`src/logic/pad_pkg.sv`:
```
package pad_pkg;

    // button word, 1 = pressed
    // field order follows the snes shift order, first bit in lands in b
    typedef struct packed {
        logic b;
        logic y;
        logic select;
        logic start;
        logic up;
        logic down;
        logic left;
        logic right;
        logic a;
        logic x;
        logic l;
        logic r;
    } buttons_t;

    // bits per snes frame
    localparam int unsigned SNES_FRAME_BITS = 12;

    // more pressed buttons than this reads as a glitch
    localparam int unsigned MAX_PRESSED = 2;

    // nes poller slots in read order
    typedef enum logic [3:0] {
        latch       = 4'd0,  // latch pulse
        read_a      = 4'd1,  // a sits on the line right after latch
        read_b      = 4'd2,
        read_select = 4'd3,
        read_start  = 4'd4,
        read_up     = 4'd5,
        read_down   = 4'd6,
        read_left   = 4'd7,
        read_right  = 4'd8   // last slot, back to latch after
    } nes_state_t;

endpackage

```
`src/logic/nes_poller.sv`:
```
`timescale 1ns/100ps

module nes_poller #(
    parameter logic [10:0] LATCH_CYCLES = 11'd768,  // 12 us at 64 MHz
    parameter logic [10:0] HALF_CYCLES  = 11'd384   // 6 us at 64 MHz
) (
    input  logic             clk,
    input  logic             rst_n,
    input  logic             nes_data,     // serial line from pad, active low
    output logic             nes_latch,
    output logic             nes_clk,
    output pad_pkg::buttons_t nes_buttons
);

    import pad_pkg::*;

    nes_state_t  state_q;
    nes_state_t  state_nxt;
    logic [10:0] count_q;     // cycles into current slot
    logic [7:0]  raw_q;       // samples as read off the line, bit n from slot n+1
    logic [2:0]  bit_idx;     // which raw bit the current slot owns
    logic        slot_last;   // final cycle of the slot
    logic        sample;      // capture nes_data this cycle
    logic        bit_slot;    // one of the seven clocked slots

    // read_a owns bit 0 ... read_right owns bit 7
    assign bit_idx = 3'(state_q - 4'd1);

    // slot rules shared by every clocked slot
    always_comb begin
        slot_last = 1'b0;
        sample    = 1'b0;
        bit_slot  = 1'b0;
        case (state_q)
            latch: begin
                slot_last = (count_q == LATCH_CYCLES);
            end
            read_a: begin
                slot_last = (count_q == HALF_CYCLES);  // short slot, clk stays low
                sample    = (count_q == 11'd0);        // a is valid once latch drops
            end
            read_b, read_select, read_start, read_up,
            read_down, read_left, read_right: begin
                bit_slot  = 1'b1;
                slot_last = (count_q == LATCH_CYCLES);
                sample    = (count_q == HALF_CYCLES);  // mid pulse
            end
            default: begin
                slot_last = 1'b1;  // illegal code, resync at latch
            end
        endcase
    end

    // walk the slots in read order, wrap after right
    always_comb begin
        if (state_q == read_right || !bit_slot && state_q != latch && state_q != read_a) begin
            state_nxt = latch;
        end else begin
            state_nxt = nes_state_t'(state_q + 4'd1);
        end
    end

    always_ff @(posedge clk) begin
        if (!rst_n) begin
            state_q   <= latch;   // first pulse right after reset
            count_q   <= '0;
            raw_q     <= '1;      // line idles high = released
            nes_latch <= 1'b0;
            nes_clk   <= 1'b0;
        end else begin
            // pin waveforms trail the slot by one cycle
            nes_latch <= (state_q == latch);
            nes_clk   <= bit_slot && (count_q <= HALF_CYCLES);

            if (sample) begin
                raw_q[bit_idx] <= nes_data;
            end

            if (slot_last) begin
                count_q <= '0;
                state_q <= state_nxt;
            end else begin
                count_q <= count_q + 11'd1;
            end
        end
    end

    // pad is active low, flip to pressed = 1
    always_comb begin
        nes_buttons        = '0;  // x y l r do not exist on nes
        nes_buttons.a      = ~raw_q[0];
        nes_buttons.b      = ~raw_q[1];
        nes_buttons.select = ~raw_q[2];
        nes_buttons.start  = ~raw_q[3];
        nes_buttons.up     = ~raw_q[4];
        nes_buttons.down   = ~raw_q[5];
        nes_buttons.left   = ~raw_q[6];
        nes_buttons.right  = ~raw_q[7];
    end

endmodule

```
`src/logic/pad_top.sv`:
```
`timescale 1ns/100ps

module pad_top #(
    parameter logic [10:0] LATCH_CYCLES = 11'd768,  // latch and bit slot length - 1
    parameter logic [10:0] HALF_CYCLES  = 11'd384   // clk high time - 1
) (
    input  logic              clk,
    input  logic              rst_n,
    input  logic              nes_data,     // nes pad serial out
    input  logic              snes_data,    // snes pmod lines
    input  logic              snes_clk,
    input  logic              snes_latch,
    output logic              nes_latch,    // to nes pad
    output logic              nes_clk,
    output pad_pkg::buttons_t buttons,      // merged button state
    output logic              snes_active   // 1 = snes source, 0 = nes
);

    import pad_pkg::*;

    buttons_t                   nes_buttons;
    buttons_t                   snes_buttons;
    logic [SNES_FRAME_BITS-1:0] frame;
    logic                       present;

    // active polling of the nes pad
    nes_poller #(
        .LATCH_CYCLES (LATCH_CYCLES),
        .HALF_CYCLES  (HALF_CYCLES)
    ) u_nes_poller (
        .clk         (clk),
        .rst_n       (rst_n),
        .nes_data    (nes_data),
        .nes_latch   (nes_latch),
        .nes_clk     (nes_clk),
        .nes_buttons (nes_buttons)
    );

    // passive listener on the pmod stream
    snes_pmod_receiver u_snes_pmod_receiver (
        .clk        (clk),
        .rst_n      (rst_n),
        .snes_data  (snes_data),
        .snes_clk   (snes_clk),
        .snes_latch (snes_latch),
        .frame      (frame)
    );

    snes_decoder u_snes_decoder (
        .frame        (frame),
        .snes_buttons (snes_buttons),
        .present      (present)
    );

    // snes wins whenever a pad answers
    assign buttons     = present ? snes_buttons : nes_buttons;
    assign snes_active = present;

endmodule

```
`src/logic/snes_decoder.sv`:
```
`timescale 1ns/100ps

module snes_decoder (
    input  logic [pad_pkg::SNES_FRAME_BITS-1:0] frame,
    output pad_pkg::buttons_t                   snes_buttons,
    output logic                                present
);

    import pad_pkg::*;

    localparam int unsigned CNT_W = $clog2(SNES_FRAME_BITS + 1);

    logic [CNT_W-1:0] pressed_cnt;  // set bits in the frame
    logic             too_many;

    // floating data line reads all ones
    assign present = ~&frame;

    // popcount over the whole frame
    always_comb begin
        pressed_cnt = '0;
        for (int i = 0; i < SNES_FRAME_BITS; i++) begin
            pressed_cnt = pressed_cnt + CNT_W'(frame[i]);
        end
    end

    // adapter sometimes hands over junk frames with lots of bits set
    assign too_many = (pressed_cnt > MAX_PRESSED);

    // struct order is shift order, map straight across
    always_comb begin
        if (!present || too_many) begin
            snes_buttons = '0;  // absent or glitch, all released
        end else begin
            snes_buttons = buttons_t'(frame);
        end
    end

endmodule

```
`src/logic/snes_pmod_receiver.sv`:
```
`timescale 1ns/100ps

module snes_pmod_receiver (
    input  logic                                clk,
    input  logic                                rst_n,
    input  logic                                snes_data,   // pmod data line
    input  logic                                snes_clk,    // pmod shift clock
    input  logic                                snes_latch,  // pmod frame strobe
    output logic [pad_pkg::SNES_FRAME_BITS-1:0] frame
);

    import pad_pkg::*;

    logic [1:0] data_sync;
    logic [1:0] clk_sync;
    logic [1:0] latch_sync;
    logic       clk_prev;    // edge register
    logic       latch_prev;
    logic       clk_rise;
    logic       latch_rise;
    logic [SNES_FRAME_BITS-1:0] shift_q;

    // rising edges seen after the second sync stage
    assign clk_rise   = clk_sync[1] & ~clk_prev;
    assign latch_rise = latch_sync[1] & ~latch_prev;

    // two flops per line, adapter runs on its own clock
    always_ff @(posedge clk) begin
        if (!rst_n) begin
            data_sync  <= '0;
            clk_sync   <= '0;
            latch_sync <= '0;
            clk_prev   <= 1'b0;
            latch_prev <= 1'b0;
        end else begin
            data_sync  <= {data_sync[0], snes_data};
            clk_sync   <= {clk_sync[0], snes_clk};
            latch_sync <= {latch_sync[0], snes_latch};
            clk_prev   <= clk_sync[1];
            latch_prev <= latch_sync[1];
        end
    end

    // all ones after reset so the decoder reports no pad
    always_ff @(posedge clk) begin
        if (!rst_n) begin
            shift_q <= '1;
            frame   <= '1;
        end else begin
            if (clk_rise) begin
                shift_q <= {shift_q[SNES_FRAME_BITS-2:0], data_sync[1]};  // in at lsb
            end
            if (latch_rise) begin
                frame <= shift_q;  // 3 clocks after the pin edge
            end
        end
    end

endmodule

```
`config.mk`:
```
export PLATFORM = sky130hd
export DESIGN_NAME = pad_top
export DESIGN_NICKNAME = d
export VERILOG_FILES = /design/src/logic/pad_pkg.sv /design/src/logic/nes_poller.sv /design/src/logic/pad_top.sv /design/src/logic/snes_decoder.sv /design/src/logic/snes_pmod_receiver.sv
export SDC_FILE = /design/constraint.sdc
export NUM_CORES = 1
export LEC_CHECK = 0
export BUFFER_PORTS_ARGS = -buffer_cell sky130_fd_sc_hd__clkbuf_2
export CAP_MARGIN = 10
export CORE_AREA = 4 4 105 107
export CTS_BUF_LIST = sky130_fd_sc_hd__clkbuf_4
export DETAILED_ROUTE_END_ITERATION = 10
export DIE_AREA = 0 0 109 111
export GPL_TIMING_DRIVEN = 0
export HOLD_SLACK_MARGIN = 0.06
export PLACE_DENSITY = 0.48
export SLEW_MARGIN = 20
export SYNTH_ARGS = -nofsm -noshare
export SYNTH_HDL_FRONTEND = slang
export SYNTH_HIERARCHICAL = 1
export SYNTH_SLANG_ARGS = --single-unit
```
`constraint.sdc`:
```
create_clock -name clk -period 4.17 [get_ports clk]
set_input_delay 0.6255 -clock clk [delete_from_list [all_inputs] [get_ports clk]]
set_output_delay 0.6255 -clock clk [all_outputs]
set_load 0.03 [all_outputs]
```
After elaboration in Yosys (flattened, before gate mapping)
Index checks and enable logic that the tools add are counted. Widths: inputs -> output; s select.

Bitwise logic cells: 13. Order comparisons: 4. Multiplexer cells: 9. Reduce and logical (&&, ||, !) cells: 15. Equality and inequality tests: 11. $add $sub $neg: 14.

Operators with widths (number): $add 4x1->4 (10); $mux 12 (2); $eq 4x3->1 const B (4); $reduce_and 12->1 (1); $add 11x1->11 const B (1); $eq 11x10->1 const B (1); $eq 11x9->1 const B (1); $le 11x9->1 const B (1); $logic_not 11->1 (1); $not 1->1 (11); $bwmux 8 (1); $eq 4x2->1 const B (2); $reduce_or 8->1 (1); $reduce_or 7->1 (1); $add 4x1->4 const B (1); $eq 4x1->1 const B (1); $eq 4x4->1 const B (1); $gt 4x2->1 const B (1); $logic_and 1x1->1 (4); $logic_not 4->1 (1); $lt 3x4->1 const B (1); $mux 4 (1); $ne 4x1->1 const B (1); $pmux 1 s2 (2); 10 further kinds (14).

Bits in registers: 57. Output and inout bits: 15. Input port bits: 6. Logic and storage cells: 78.

Longest topological paths before layout
Gate-level depths: netlist of the first run.

Depth in word-level cells: 15. Gate-level depth with buffers: 14. Depth with buffers taken out: 13.

Cells and area by module
Netlist of the first run, hierarchy kept.

Modules (own cells, without submodules): nes_poller (times used 1, seq. area each 500.5 sq um, cells an instance 155, area an instance 1376.3 sq um); snes_pmod_receiver (times used 1, seq. area each 640.6 sq um, cells an instance 97, area an instance 1238.7 sq um); snes_decoder (times used 1, seq. area each 0.0 sq um, cells an instance 66, area an instance 486.7 sq um); pad_top (times used 1, seq. area each 0.0 sq um, cells an instance 13, area an instance 183.9 sq um).

Worst setup path after synthesis of the first run
No wires, ideal clock.

Path type: register -> output. From: reg u_snes_pmod_receiver/frame[0] in the netlist's numbering. To: out buttons[9] in the netlist's numbering. Path buffers: 1. Stages on the path, launching flop included: 15. Data arrival time: 3.772 ns. Data required time: 3.544 ns. Path slack: -0.227 ns. Cells stage by stage: dfxtp_1 -> inv_1 -> fa_1 -> fa_1 -> fa_1 -> fa_1 -> inv_1 -> ha_1 -> inv_1 -> fa_1 -> nand2b_1 -> buf_2 -> nand3_1 -> nor3_1 -> mux2_2.

RTL lines: from (decl) (RTL line snes_pmod_receiver.sv:9) `output logic [pad_pkg::SNES_FRAME_BITS-1:0] frame`; from (signal assigned) (RTL line snes_pmod_receiver.sv:54) `frame <= shift_q;`; to (decl) (RTL line pad_top.sv:15) `output pad_pkg::buttons_t buttons,`.

==> results.tsv, run 1 <==
metric	value	unit
status	finished, violations left	
violations	negative setup slack	
drt_wl_total	6762	um
htree_levels	3	
place.gp.congestion	0.7983	
max_freq	199.0	MHz
cts_hold_buf	0	
relSlewSlack	47.34	%
syn_area	3286	um2
worst-path-max-fanout	5	
synth.area.top_cells	dfxtp_1 (35%), mux2i_1 (7.6%), nor2b_4 (5.0%), mux2_4 (4.6%), fa_1 (4.3%)	
max_slew.worst_pin.slew	0.7796	ns
drv_cap	0	
critPathKind	reg2out	
p_per_area	255.2	nW/um2
grt_overflow	0	
clk_latency	0.39	ns
final_core_util	39.59	%
die_area	12100	um2
start_kind	register	
top_layer_used	met4	
place_hpwl	4797	um
vias_per_cell	4.609	
required	3.54	ns
final_common_cell	dfxtp_1	
num_antenna_cells	0	
slowest_stage	fa_1	
worst_hold_path_type	reg2reg	
ys_warn_count	6	
rows	37	
power	1.024	mW
worstSetupEndpointType	primary output	
crit_top_cell	fa_1	
netSwitchingPower	250.2	uW
start_util	32.41	%
synth_top_area_share	34.73	%
synth-edff-count	0	
tns	-9.399	ns
clockBufferDepth	2	
vias	2355	
p_clk_share	38.2	%
grt_pass1_vias	2317	
async_reset_ff_share	0	%
yosysSeqAreaShare	34.73	%
p_comb_share	7.6	%
drtPass1Iterations	5	
yosysTopAreaCell	dfxtp_1	
syn_inst	331	
leakage	1.662	nW
wl_met3	218	um
crit_arrival	4.40	ns
p_int	774.2	uW
drive_above_1_share	34.13	%
grtUsageTotal	11.97	%
rsz0062_at_grt	true	
n_fill_cell	1003	
cts.sink_count	57	
ys_ff_latch	57	
fin_crit_sh	120.5	%
synth_area_per_cell	9.926	um2
grt_pass1_wl	11590	um
die_h	111	um
nNetsFinal	394	
ys_types	56	
critPathMaxStageDelay	0.52	ns
final_cell_mix	dfxtp_1 (52), inv_1 (30), mux2i_1 (25)	
area_growth	22.16	%
min_period	5.024	ns
numPortBuffers	20	
drcViolationCount	0	
design.core.area	10140	um2
met1_length	3342	um
clkSlewWorstSetupHoldPaths	0.10	ns
hold_viol	0	
wl_per_cell	13.23	um
fin_skew	0.01554	ns
dr_wl_met2	3075	um
seq_power_share	54.2	%
sw_frac_of_total	24.42	%
die_w	109	um
setup_ws	-0.8543	ns
cts_root_buf	clkbuf_4	
cp_cell_sequence	fa_1 > inv_1 > fa_1 > fa_1 > fa_1 > inv_1 > ha_2 > inv_2 > fa_2 > nand2b_4 > buf_6 > nand3_2 > nor3_2 > mux2_4 > buf_8	
drtIter0Drc	94	
num_io_pins	21	
synthFlopType	dfxtp_1	
grt_max_degree	11	
antenna_found_initial	0	
ant_nets	0	
cts_tree	yes	
ir_drop	130.1	uV
cts_buffers	9	
setup_viol	12	
drv_slew	0	
==> final cells by class <==
cell class / count / area [um2] / area share [%]
clock inverters: 6 / 58.81 / 1.465
plain buffers: 21 / 181.4 / 4.520
well taps: 136 / 170.2 / 4.239
clock buffers: 10 / 75.07 / 1.870
flip-flops and latches: 57 / 1150 / 28.65
inverters: 32 / 120.1 / 2.993
repair buffers: 25 / 257.7 / 6.421
multi-input cells: 224 / 2001 / 49.84
==> sequential cells by signal, indices dropped and copies added (netlist names) <==
| register | flops |
|---|---|
| u_snes_pmod_receiver/frame | 12 |
| u_snes_pmod_receiver/shift_q | 12 |
| u_nes_poller/count_q | 11 |
| u_nes_poller/raw_q | 8 |
| u_nes_poller/state_q | 4 |
| u_snes_pmod_receiver/clk_sync | 2 |
| u_snes_pmod_receiver/data_sync | 2 |
| u_snes_pmod_receiver/latch_sync | 2 |
| u_nes_poller/nes_clk | 1 |
| u_nes_poller/nes_latch | 1 |
| u_snes_pmod_receiver/clk_prev | 1 |
| u_snes_pmod_receiver/latch_prev | 1 |
==> kinds of logic (layout without fill, tap and decap cells) <==
| family | after synthesis | count (layout) | synth area share (%) |
|---|---|---|---|
| mux | 37 | 37 | 12.87 |
| simple gates | 122 | 122 | 23.72 |
| xor+xnor | 11 | 11 | 2.932 |
| other cells | 1 | 4 | 0.1141 |
| compound gates | 32 | 32 | 8.378 |
| flops | 57 | 57 | 34.73 |
| buf+inv | 53 | 94 | 8.796 |
| fa+ha+maj | 18 | 18 | 8.454 |
==> path summary, 6_finish.rpt <==
kind | start | end | slack, ns | depth (start not counted)
worst min register to register | u_snes_pmod_receiver/latch_sync[0] | u_snes_pmod_receiver/latch_sync[1] | 0.44 | 1
worst max-delay path | u_snes_pmod_receiver/frame[5] | buttons[7] | -0.85 | 15
worst max register to register | u_nes_poller/state_q[0] | u_nes_poller/count_q[2] | 1.36 | 8
worst min-delay path | u_snes_pmod_receiver/latch_sync[0] | u_snes_pmod_receiver/latch_sync[1] | 0.44 | 1
==> power groups by stage <==
| stage | sequential (mW) | combinational [mW] | clock (mW) |
|---|---|---|---|
| detailed placement | 0.568 | 0.0725 | 0 |
| global route | 0.557 | 0.0856 | 0.439 |
| global placement | 0.568 | 0.0723 | 0 |
| floorplan | 0.568 | 0.0553 | 0 |
| finish | 0.555 | 0.0778 | 0.392 |
| CTS | 0.555 | 0.0767 | 0.411 |
==> worst max-delay path, delay by kind of cell, from the launching register on <==
| kind | cells | cell delay [ns] |
|---|---|---|
| fa+ha+maj | 6 | 2.60 |
| simple gates | 3 | 0.44 |
| buf+inv | 5 | 0.41 |
| flops | 1 | 0.37 |
| mux | 1 | 0.19 |
==> metrics by stage <==
stage	instances	hold WS, ns	cell area [um2]	setup slack, ns
detailed placement	490	0.4200	3605	-0.5496
finish	511	0.4400	4014	-0.8543
CTS	511	0.4124	3938	-0.8738
global route	511	0.4183	4014	-1.009
floorplan	334	0.4119	3334	-0.1209
global placement	490	0.4186	3605	-0.5371
==> synthesized netlist by cell type (9+ instances only) <==
| cell | number |
|---|---|
| nand3_1 | 19 |
| nor3_1 | 15 |
| nor2_1 | 22 |
| nand2_1 | 9 |
| o31ai_1 | 9 |
| nor2b_1 | 15 |
| ha_1 | 11 |
| nor2b_4 | 12 |
| dfxtp_1 | 57 |
| mux2i_1 | 25 |
| inv_1 | 31 |
| mux2_4 | 10 |
==> timing repair <==
item,in CTS,in global routing
gates cloned,1,0
pin swaps,2,4
gates resized for setup,37,25
buffers inserted,4,0
setup endpoints to repair,12,12
==> metal layers <==
metal	track usage, %	vias up
li1	-	1204
met1	16.19	1103
met2	17.94	36
met3	2.854	12
met4	5.219	0
met5	0	-
(Power assumes the default switching activity.)
==> run 2, diff against run 1 <==
--- a/config.mk
+++ b/config.mk
@@ -14,6 +14,7 @@
 export GPL_TIMING_DRIVEN = 0
 export HOLD_SLACK_MARGIN = 0.06
 export PLACE_DENSITY = 0.48
+export REMOVE_ABC_BUFFERS = 1
 export SLEW_MARGIN = 20
 export SYNTH_ARGS = -nofsm -noshare
 export SYNTH_HDL_FRONTEND = slang
==> run 2 against run 1 <==
Net effect:
- the flow still finishes with violations (negative setup slack)
- utilization down 1.3 points
- final area down 3.2%
- cell count down 3.5%
- flip-flop and latch count unchanged
- hold slack about the same
- first-iteration DRC count down 17%
==> results.tsv, run 2 (synthesis results as in run 1) <==
metric	value	unit	change
clk_latency	0.39	ns	about the same
setup_viol	12		unchanged
clkSlewWorstSetupHoldPaths	0.10	ns	about the same
drcViolationCount	0		unchanged
fin_skew	0.02135	ns	+0.005807 ns
reg_top3	u_snes_pmod_receiver/frame x12, u_snes_pmod_receiver/shift_q x12, u_nes_poller/count_q x11		
htree_levels	3		unchanged
rows	37		unchanged
reg2reg_depth	6		-2
ir_drop	113.5	uV	-13%
p_clk_share	38.8	%	+0.6 points
p_per_area	263.1	nW/um2	+3.1%
cts_buffers	9		unchanged
place.gp.congestion	0.7494		-6.1%
numPortBuffers	20		unchanged
grt_pass1_wl	10760	um	-7.1%
worst_hold_path_type	reg2reg		
cts_root_buf	clkbuf_4		
rrSetupSlack	1.30	ns	-0.06 ns
final_cell_mix	dfxtp_1 (53), inv_1 (28), mux2i_1 (25)		
die_h	111	um	unchanged
clockBufferDepth	2		unchanged
place_inst	469		-4.3%
die_area	12100	um2	unchanged
start_kind	register		
drt_wl_total	6392	um	-5.5%
grt_pass1_vias	2244		-3.2%
sw_frac_of_total	23.83	%	-0.60 points
ant_nets	0		unchanged
final_area	3884	um2	-3.2%
seq_power_share	54.2	%	about the same
cts.sink_count	57		unchanged
max_slew.worst_pin.slew	0.7853	ns	+0.005687 ns
area_growth	18.20	%	
status	finished, violations left		
num_antenna_cells	0		unchanged
drv_cap	0		unchanged
p_comb_share	7.0	%	-0.6 points
hold_viol	0		unchanged
drtIter0Drc	78		-17%
netSwitchingPower	243.5	uW	-2.7%
critPathKind	reg2out		
grtUsageTotal	11.08	%	-0.89 points
vias	2339		-0.68%
drive_above_1_share	30.81	%	-3.3 points
relSlewSlack	47.65	%	+0.30 points
start_util	32.41	%	unchanged
design.core.area	10140	um2	unchanged
place_hpwl	4279	um	-11%
leakage	1.574	nW	-5.2%
min_period	4.910	ns	-0.1143 ns
setup_ws	-0.7400	ns	+0.1143 ns
antenna_found_initial	0		unchanged
vias_per_cell	4.744		+2.9%
drv_slew	0		unchanged
crit_arrival	4.28	ns	-0.12 ns
wl_per_cell	12.97	um	-2.0%
final_common_cell	dfxtp_1		
grt_overflow	0		unchanged
r2r-end	u_nes_poller/state_q[2]		
worstSetupEndpointType	primary output		
nNetsFinal	376		-4.6%
dpl_cell_area	3398	um2	-5.7%
required	3.54	ns	about the same
die_w	109	um	unchanged
min_from	u_snes_pmod_receiver/data_sync[0]		
rsz0062_at_grt	true		
drtPass1Iterations	4		-1
reg2reg_from	u_nes_poller/state_q[0]		
instances_no_fill	493		-3.5%
hold_depth	1		unchanged
grt_max_degree	45		+34
fin_crit_sh	117.7	%	-2.7 points
p_int	778.4	uW	+0.55%
worst-path-max-fanout	6		+1
max_freq	203.7	MHz	+2.3%
cts_tree	yes		
num_io_pins	21		unchanged
min_to	u_snes_pmod_receiver/data_sync[1]		
violations	negative setup slack		
n_fill_cell	1002		-0.10%
==> run 2: changes by cell type in the layout (fill, tap and decap cells not counted), sizes merged <==
cell and delta:
nand2b +1, clkbuf -4, clkinvlp -1, nor2b +1, buf -15
==> run 2: critical path: stages (launching register included) <==
cell,delay [ns]
dfxtp_4,0.38
inv_4,0.03
fa_1,0.49
fa_1,0.53
fa_1,0.43
fa_1,0.54
inv_2,0.05
ha_4,0.15
inv_2,0.05
fa_2,0.44
nand2b_4,0.20
nand3_1,0.13
nor3_2,0.05
mux2_4,0.29
buf_8,0.14
==> run 2: cell type report <==
cell class,count,area (um2),share of cell area [%]
Multi-Input combinational cell,226,2036,52.42
Inverter,32,122.6,3.157
Clock inverter,5,56.30,1.450
Timing Repair Buffer,26,265.3,6.830
Tap cell,136,170.2,4.381
Clock buffer,11,82.58,2.126
Sequential cell,57,1151,29.64
==> run 2: worst max path at each step <==
stage                                       start          end  slack [ns]  depth (start not counted)
finish              u_snes_pmod_receiver/frame[3]   buttons[5]       -0.74                         14
global route        u_snes_pmod_receiver/frame[3]   buttons[9]       -0.90                         14
CTS                 u_snes_pmod_receiver/frame[5]   buttons[4]       -0.79                         14
detailed placement  u_snes_pmod_receiver/frame[0]   buttons[1]       -0.66                         14
global placement    u_snes_pmod_receiver/frame[0]   buttons[9]       -0.62                         14
floorplan           u_snes_pmod_receiver/frame[0]  buttons[11]       -0.26                         13
==> run 2: timing repair <==
action,in CTS,in global routing
resized for setup,56,22
hold buffers,0,0
pin swaps,2,10
cloned,1,1
endpoints found under the setup margin,12,12
buffers inserted,3,3
==> run 2: metal layers <==
| layer | GRT usage, % | vias to the layer above | wire length [um] |
|---|---|---|---|
| met4 | 4.293 | 0 | 103 |
| met1 | 14.23 | 1123 | 3024 |
| met2 | 17.73 | 30 | 3051 |
| met5 | 0 | - | 0 |
| met3 | 2.621 | 10 | 213 |
| li1 | - | 1176 | - |
==> run 2: power by group through the flow <==
stage	registers, mW	logic (mW)	clock network [mW]
3_5_place_dp	0.568	0.0647	0
3_3_place_gp	0.568	0.0643	0
2_1_floorplan	0.568	0.0447	0
6_report	0.554	0.0715	0.396
4_1_cts	0.555	0.0703	0.421
5_1_grt	0.555	0.0779	0.437
==> run 2: metrics by stage <==
stage | utilization, % | setup TNS, ns | power (mW) | hold WS (ns) | setup WS [ns]
final | 38.31 | -8.496 | 1.022 | 0.4396 | -0.7400
after global routing | 38.31 | -10.30 | 1.070 | 0.4173 | -0.9029
after CTS | 37.46 | -9.346 | 1.046 | 0.4029 | -0.7917
after detailed placement | 33.52 | -7.525 | 0.6328 | 0.4177 | -0.6601
after global placement | 33.52 | -7.034 | 0.6324 | 0.4181 | -0.6161
after floorplan | - | -2.733 | 0.6131 | 0.4118 | -0.2561
==> run 3, diff against run 2 <==
--- a/config.mk
+++ b/config.mk
@@ -5,6 +5,7 @@
 export SDC_FILE = /design/constraint.sdc
 export NUM_CORES = 1
 export LEC_CHECK = 0
+export ABC_CLOCK_PERIOD_IN_PS = 4170
 export BUFFER_PORTS_ARGS = -buffer_cell sky130_fd_sc_hd__clkbuf_2
 export CAP_MARGIN = 10
 export CORE_AREA = 4 4 105 107
@@ -14,6 +15,7 @@
 export GPL_TIMING_DRIVEN = 0
 export HOLD_SLACK_MARGIN = 0.06
 export PLACE_DENSITY = 0.48
+export RECOVER_POWER = 50
 export REMOVE_ABC_BUFFERS = 1
 export SLEW_MARGIN = 20
 export SYNTH_ARGS = -nofsm -noshare
==> run 3 against run 2 <==
Net effect:
- the run ends with max-capacitance violations, max-slew violations, negative setup slack left
- cell count did not move
- critical path depth stayed put
- setup slack better by 0.0061 ns
- first-iteration DRC count fell by 3.8%
- final area is 2.0% lower
- non-clock buffer count stayed put
- global-route usage unchanged
- largest cell class unchanged
- highest routed layer unchanged
==> results.tsv, run 3 (synthesis results as in run 1) <==
metric	value	unit	change
drtIter0Drc	75		-3.8%
setup_viol	12		unchanged
tns	-8.484	ns	+0.01187 ns
final_area	3807	um2	-2.0%
die_w	109	um	unchanged
n_fill_cell	1011		+0.90%
cts_hold_buf	0		unchanged
num_antenna_cells	0		unchanged
drv_cap	1		+1
instances_no_fill	493		unchanged
leakage	1.524	nW	-3.2%
status	finished, violations left		
design.core.area	10140	um2	unchanged
p_per_area	267.4	nW/um2	+1.6%
cts_root_buf	clkbuf_4		
min_period	4.904	ns	-0.006091 ns
critPathKind	reg2out		
drive_above_1_share	27.73	%	-3.1 points
start_kind	register		
max_slew.worst_pin.slew	1.601	ns	+0.8156 ns
drtPass1Iterations	4		unchanged
wl_per_cell	12.96	um	about the same
relSlewSlack	-6.726	%	-54 points
clk_latency	0.39	ns	about the same
max_freq	203.9	MHz	+0.12%
dpl_cell_area	3398	um2	unchanged
multi_input_area	1961	um2	-3.7%
fin_crit_sh	117.6	%	-0.15 points
grt_max_degree	45		unchanged
numPortBuffers	20		unchanged
drv_slew	45		+45
final_cell_mix	dfxtp_1 (53), inv_1 (28), mux2i_1 (25)		
vias	2310		-1.2%
place_hpwl	4279	um	unchanged
grt_pass1_vias	2244		unchanged
drcViolationCount	0		unchanged
place_inst	469		unchanged
htree_levels	3		unchanged
nNetsFinal	376		unchanged
cts_buffers	9		unchanged
clockBufferDepth	2		unchanged
vias_per_cell	4.686		-1.2%
antenna_found_initial	0		unchanged
drt_wl_total	6387	um	about the same
fin_skew	0.01796	ns	-0.003386 ns
setup_ws	-0.7339	ns	+0.006091 ns
ir_drop	113.4	uV	about the same
area_growth	15.88	%	
die_area	12100	um2	unchanged
place.gp.congestion	0.7494		unchanged
worst_hold_path_type	reg2reg		
worst-path-max-fanout	6		unchanged
start_util	32.41	%	unchanged
violations	max-capacitance violations, max-slew violations, negative setup slack		
final_common_cell	dfxtp_1		
crit_arrival	4.28	ns	about the same
die_h	111	um	unchanged
num_io_pins	21		unchanged
clkSlewWorstSetupHoldPaths	0.10	ns	about the same
regArea	1151	um2	unchanged
cts_tree	yes		
reg_top3	u_snes_pmod_receiver/frame x12, u_snes_pmod_receiver/shift_q x12, u_nes_poller/count_q x11		
rsz0062_at_grt	true		
grtUsageTotal	11.08	%	unchanged
grt_pass1_wl	10760	um	unchanged
rows	37		unchanged
place_ws	-0.6601	ns	unchanged
grt_overflow	0		unchanged
ant_nets	0		unchanged
required	3.54	ns	about the same
worstSetupEndpointType	primary output		
hold_viol	0		unchanged
cts.sink_count	57		unchanged
-- run 3: path summary, 6_finish.rpt --
path	from	to	slack, ns	cells after the start
max	u_snes_pmod_receiver/frame[3]	buttons[4]	-0.73	14
min	u_snes_pmod_receiver/latch_sync[0]	u_snes_pmod_receiver/latch_sync[1]	0.44	1
max reg2reg	u_nes_poller/state_q[0]	u_nes_poller/state_q[2]	1.28	6
min reg2reg	u_snes_pmod_receiver/latch_sync[0]	u_snes_pmod_receiver/latch_sync[1]	0.44	1
-- run 3: critical path, stage by stage (launching register included) --
cell and delay (ns):
dfxtp_4 0.38, inv_4 0.03, fa_1 0.55, fa_1 0.44
fa_1 0.52, fa_1 0.45, inv_2 0.08, ha_4 0.13
inv_2 0.03, fa_2 0.37, a211oi_4 0.31, nor2b_4 0.13
nor3_2 0.19, mux2_4 0.18, buf_8 0.11
-- run 3: per-stage QoR --
stage	utilization (%)	power, mW	hold WS [ns]
5_1_grt	37.55	1.067	0.4173
3_5_place_dp	33.52	0.6328	0.4177
3_3_place_gp	33.52	0.6324	0.4181
4_1_cts	37.46	1.046	0.4029
2_1_floorplan	-	0.6131	0.4118
6_report	37.55	1.018	0.4397
-- run 3: per-layer routing --
layer | wire [um] | up-vias | GRT usage, %
li1 | - | 1173 | -
met4 | 103 | 0 | 4.293
met2 | 3077 | 25 | 17.73
met3 | 181 | 10 | 2.621
met5 | 0 | - | 0
met1 | 3024 | 1102 | 14.23
-- run 3: final cells by class --
class,count,share of cell area (%)
sequential,57,30.23
clock inverter,5,1.479
inverter,32,3.221
timing repair buffer,26,6.934
clock buffer,11,2.169
multi-input combinational,226,51.50
tap,136,4.469
-- run 3: what timing repair did --
| action | CTS | global route |
|---|---|---|
| endpoints found under the setup margin | 12 | 12 |
| setup buffers | 3 | 3 |
| gates resized for setup | 56 | 22 |
| pin swaps | 2 | 10 |
| gates cloned | 1 | 1 |
-- run 3: where the power goes --
group          switching (mW)  internal, mW  total [mW]
registers             0.00429         0.550       0.554
logic                  0.0378        0.0309      0.0687
clock network           0.200         0.196       0.395
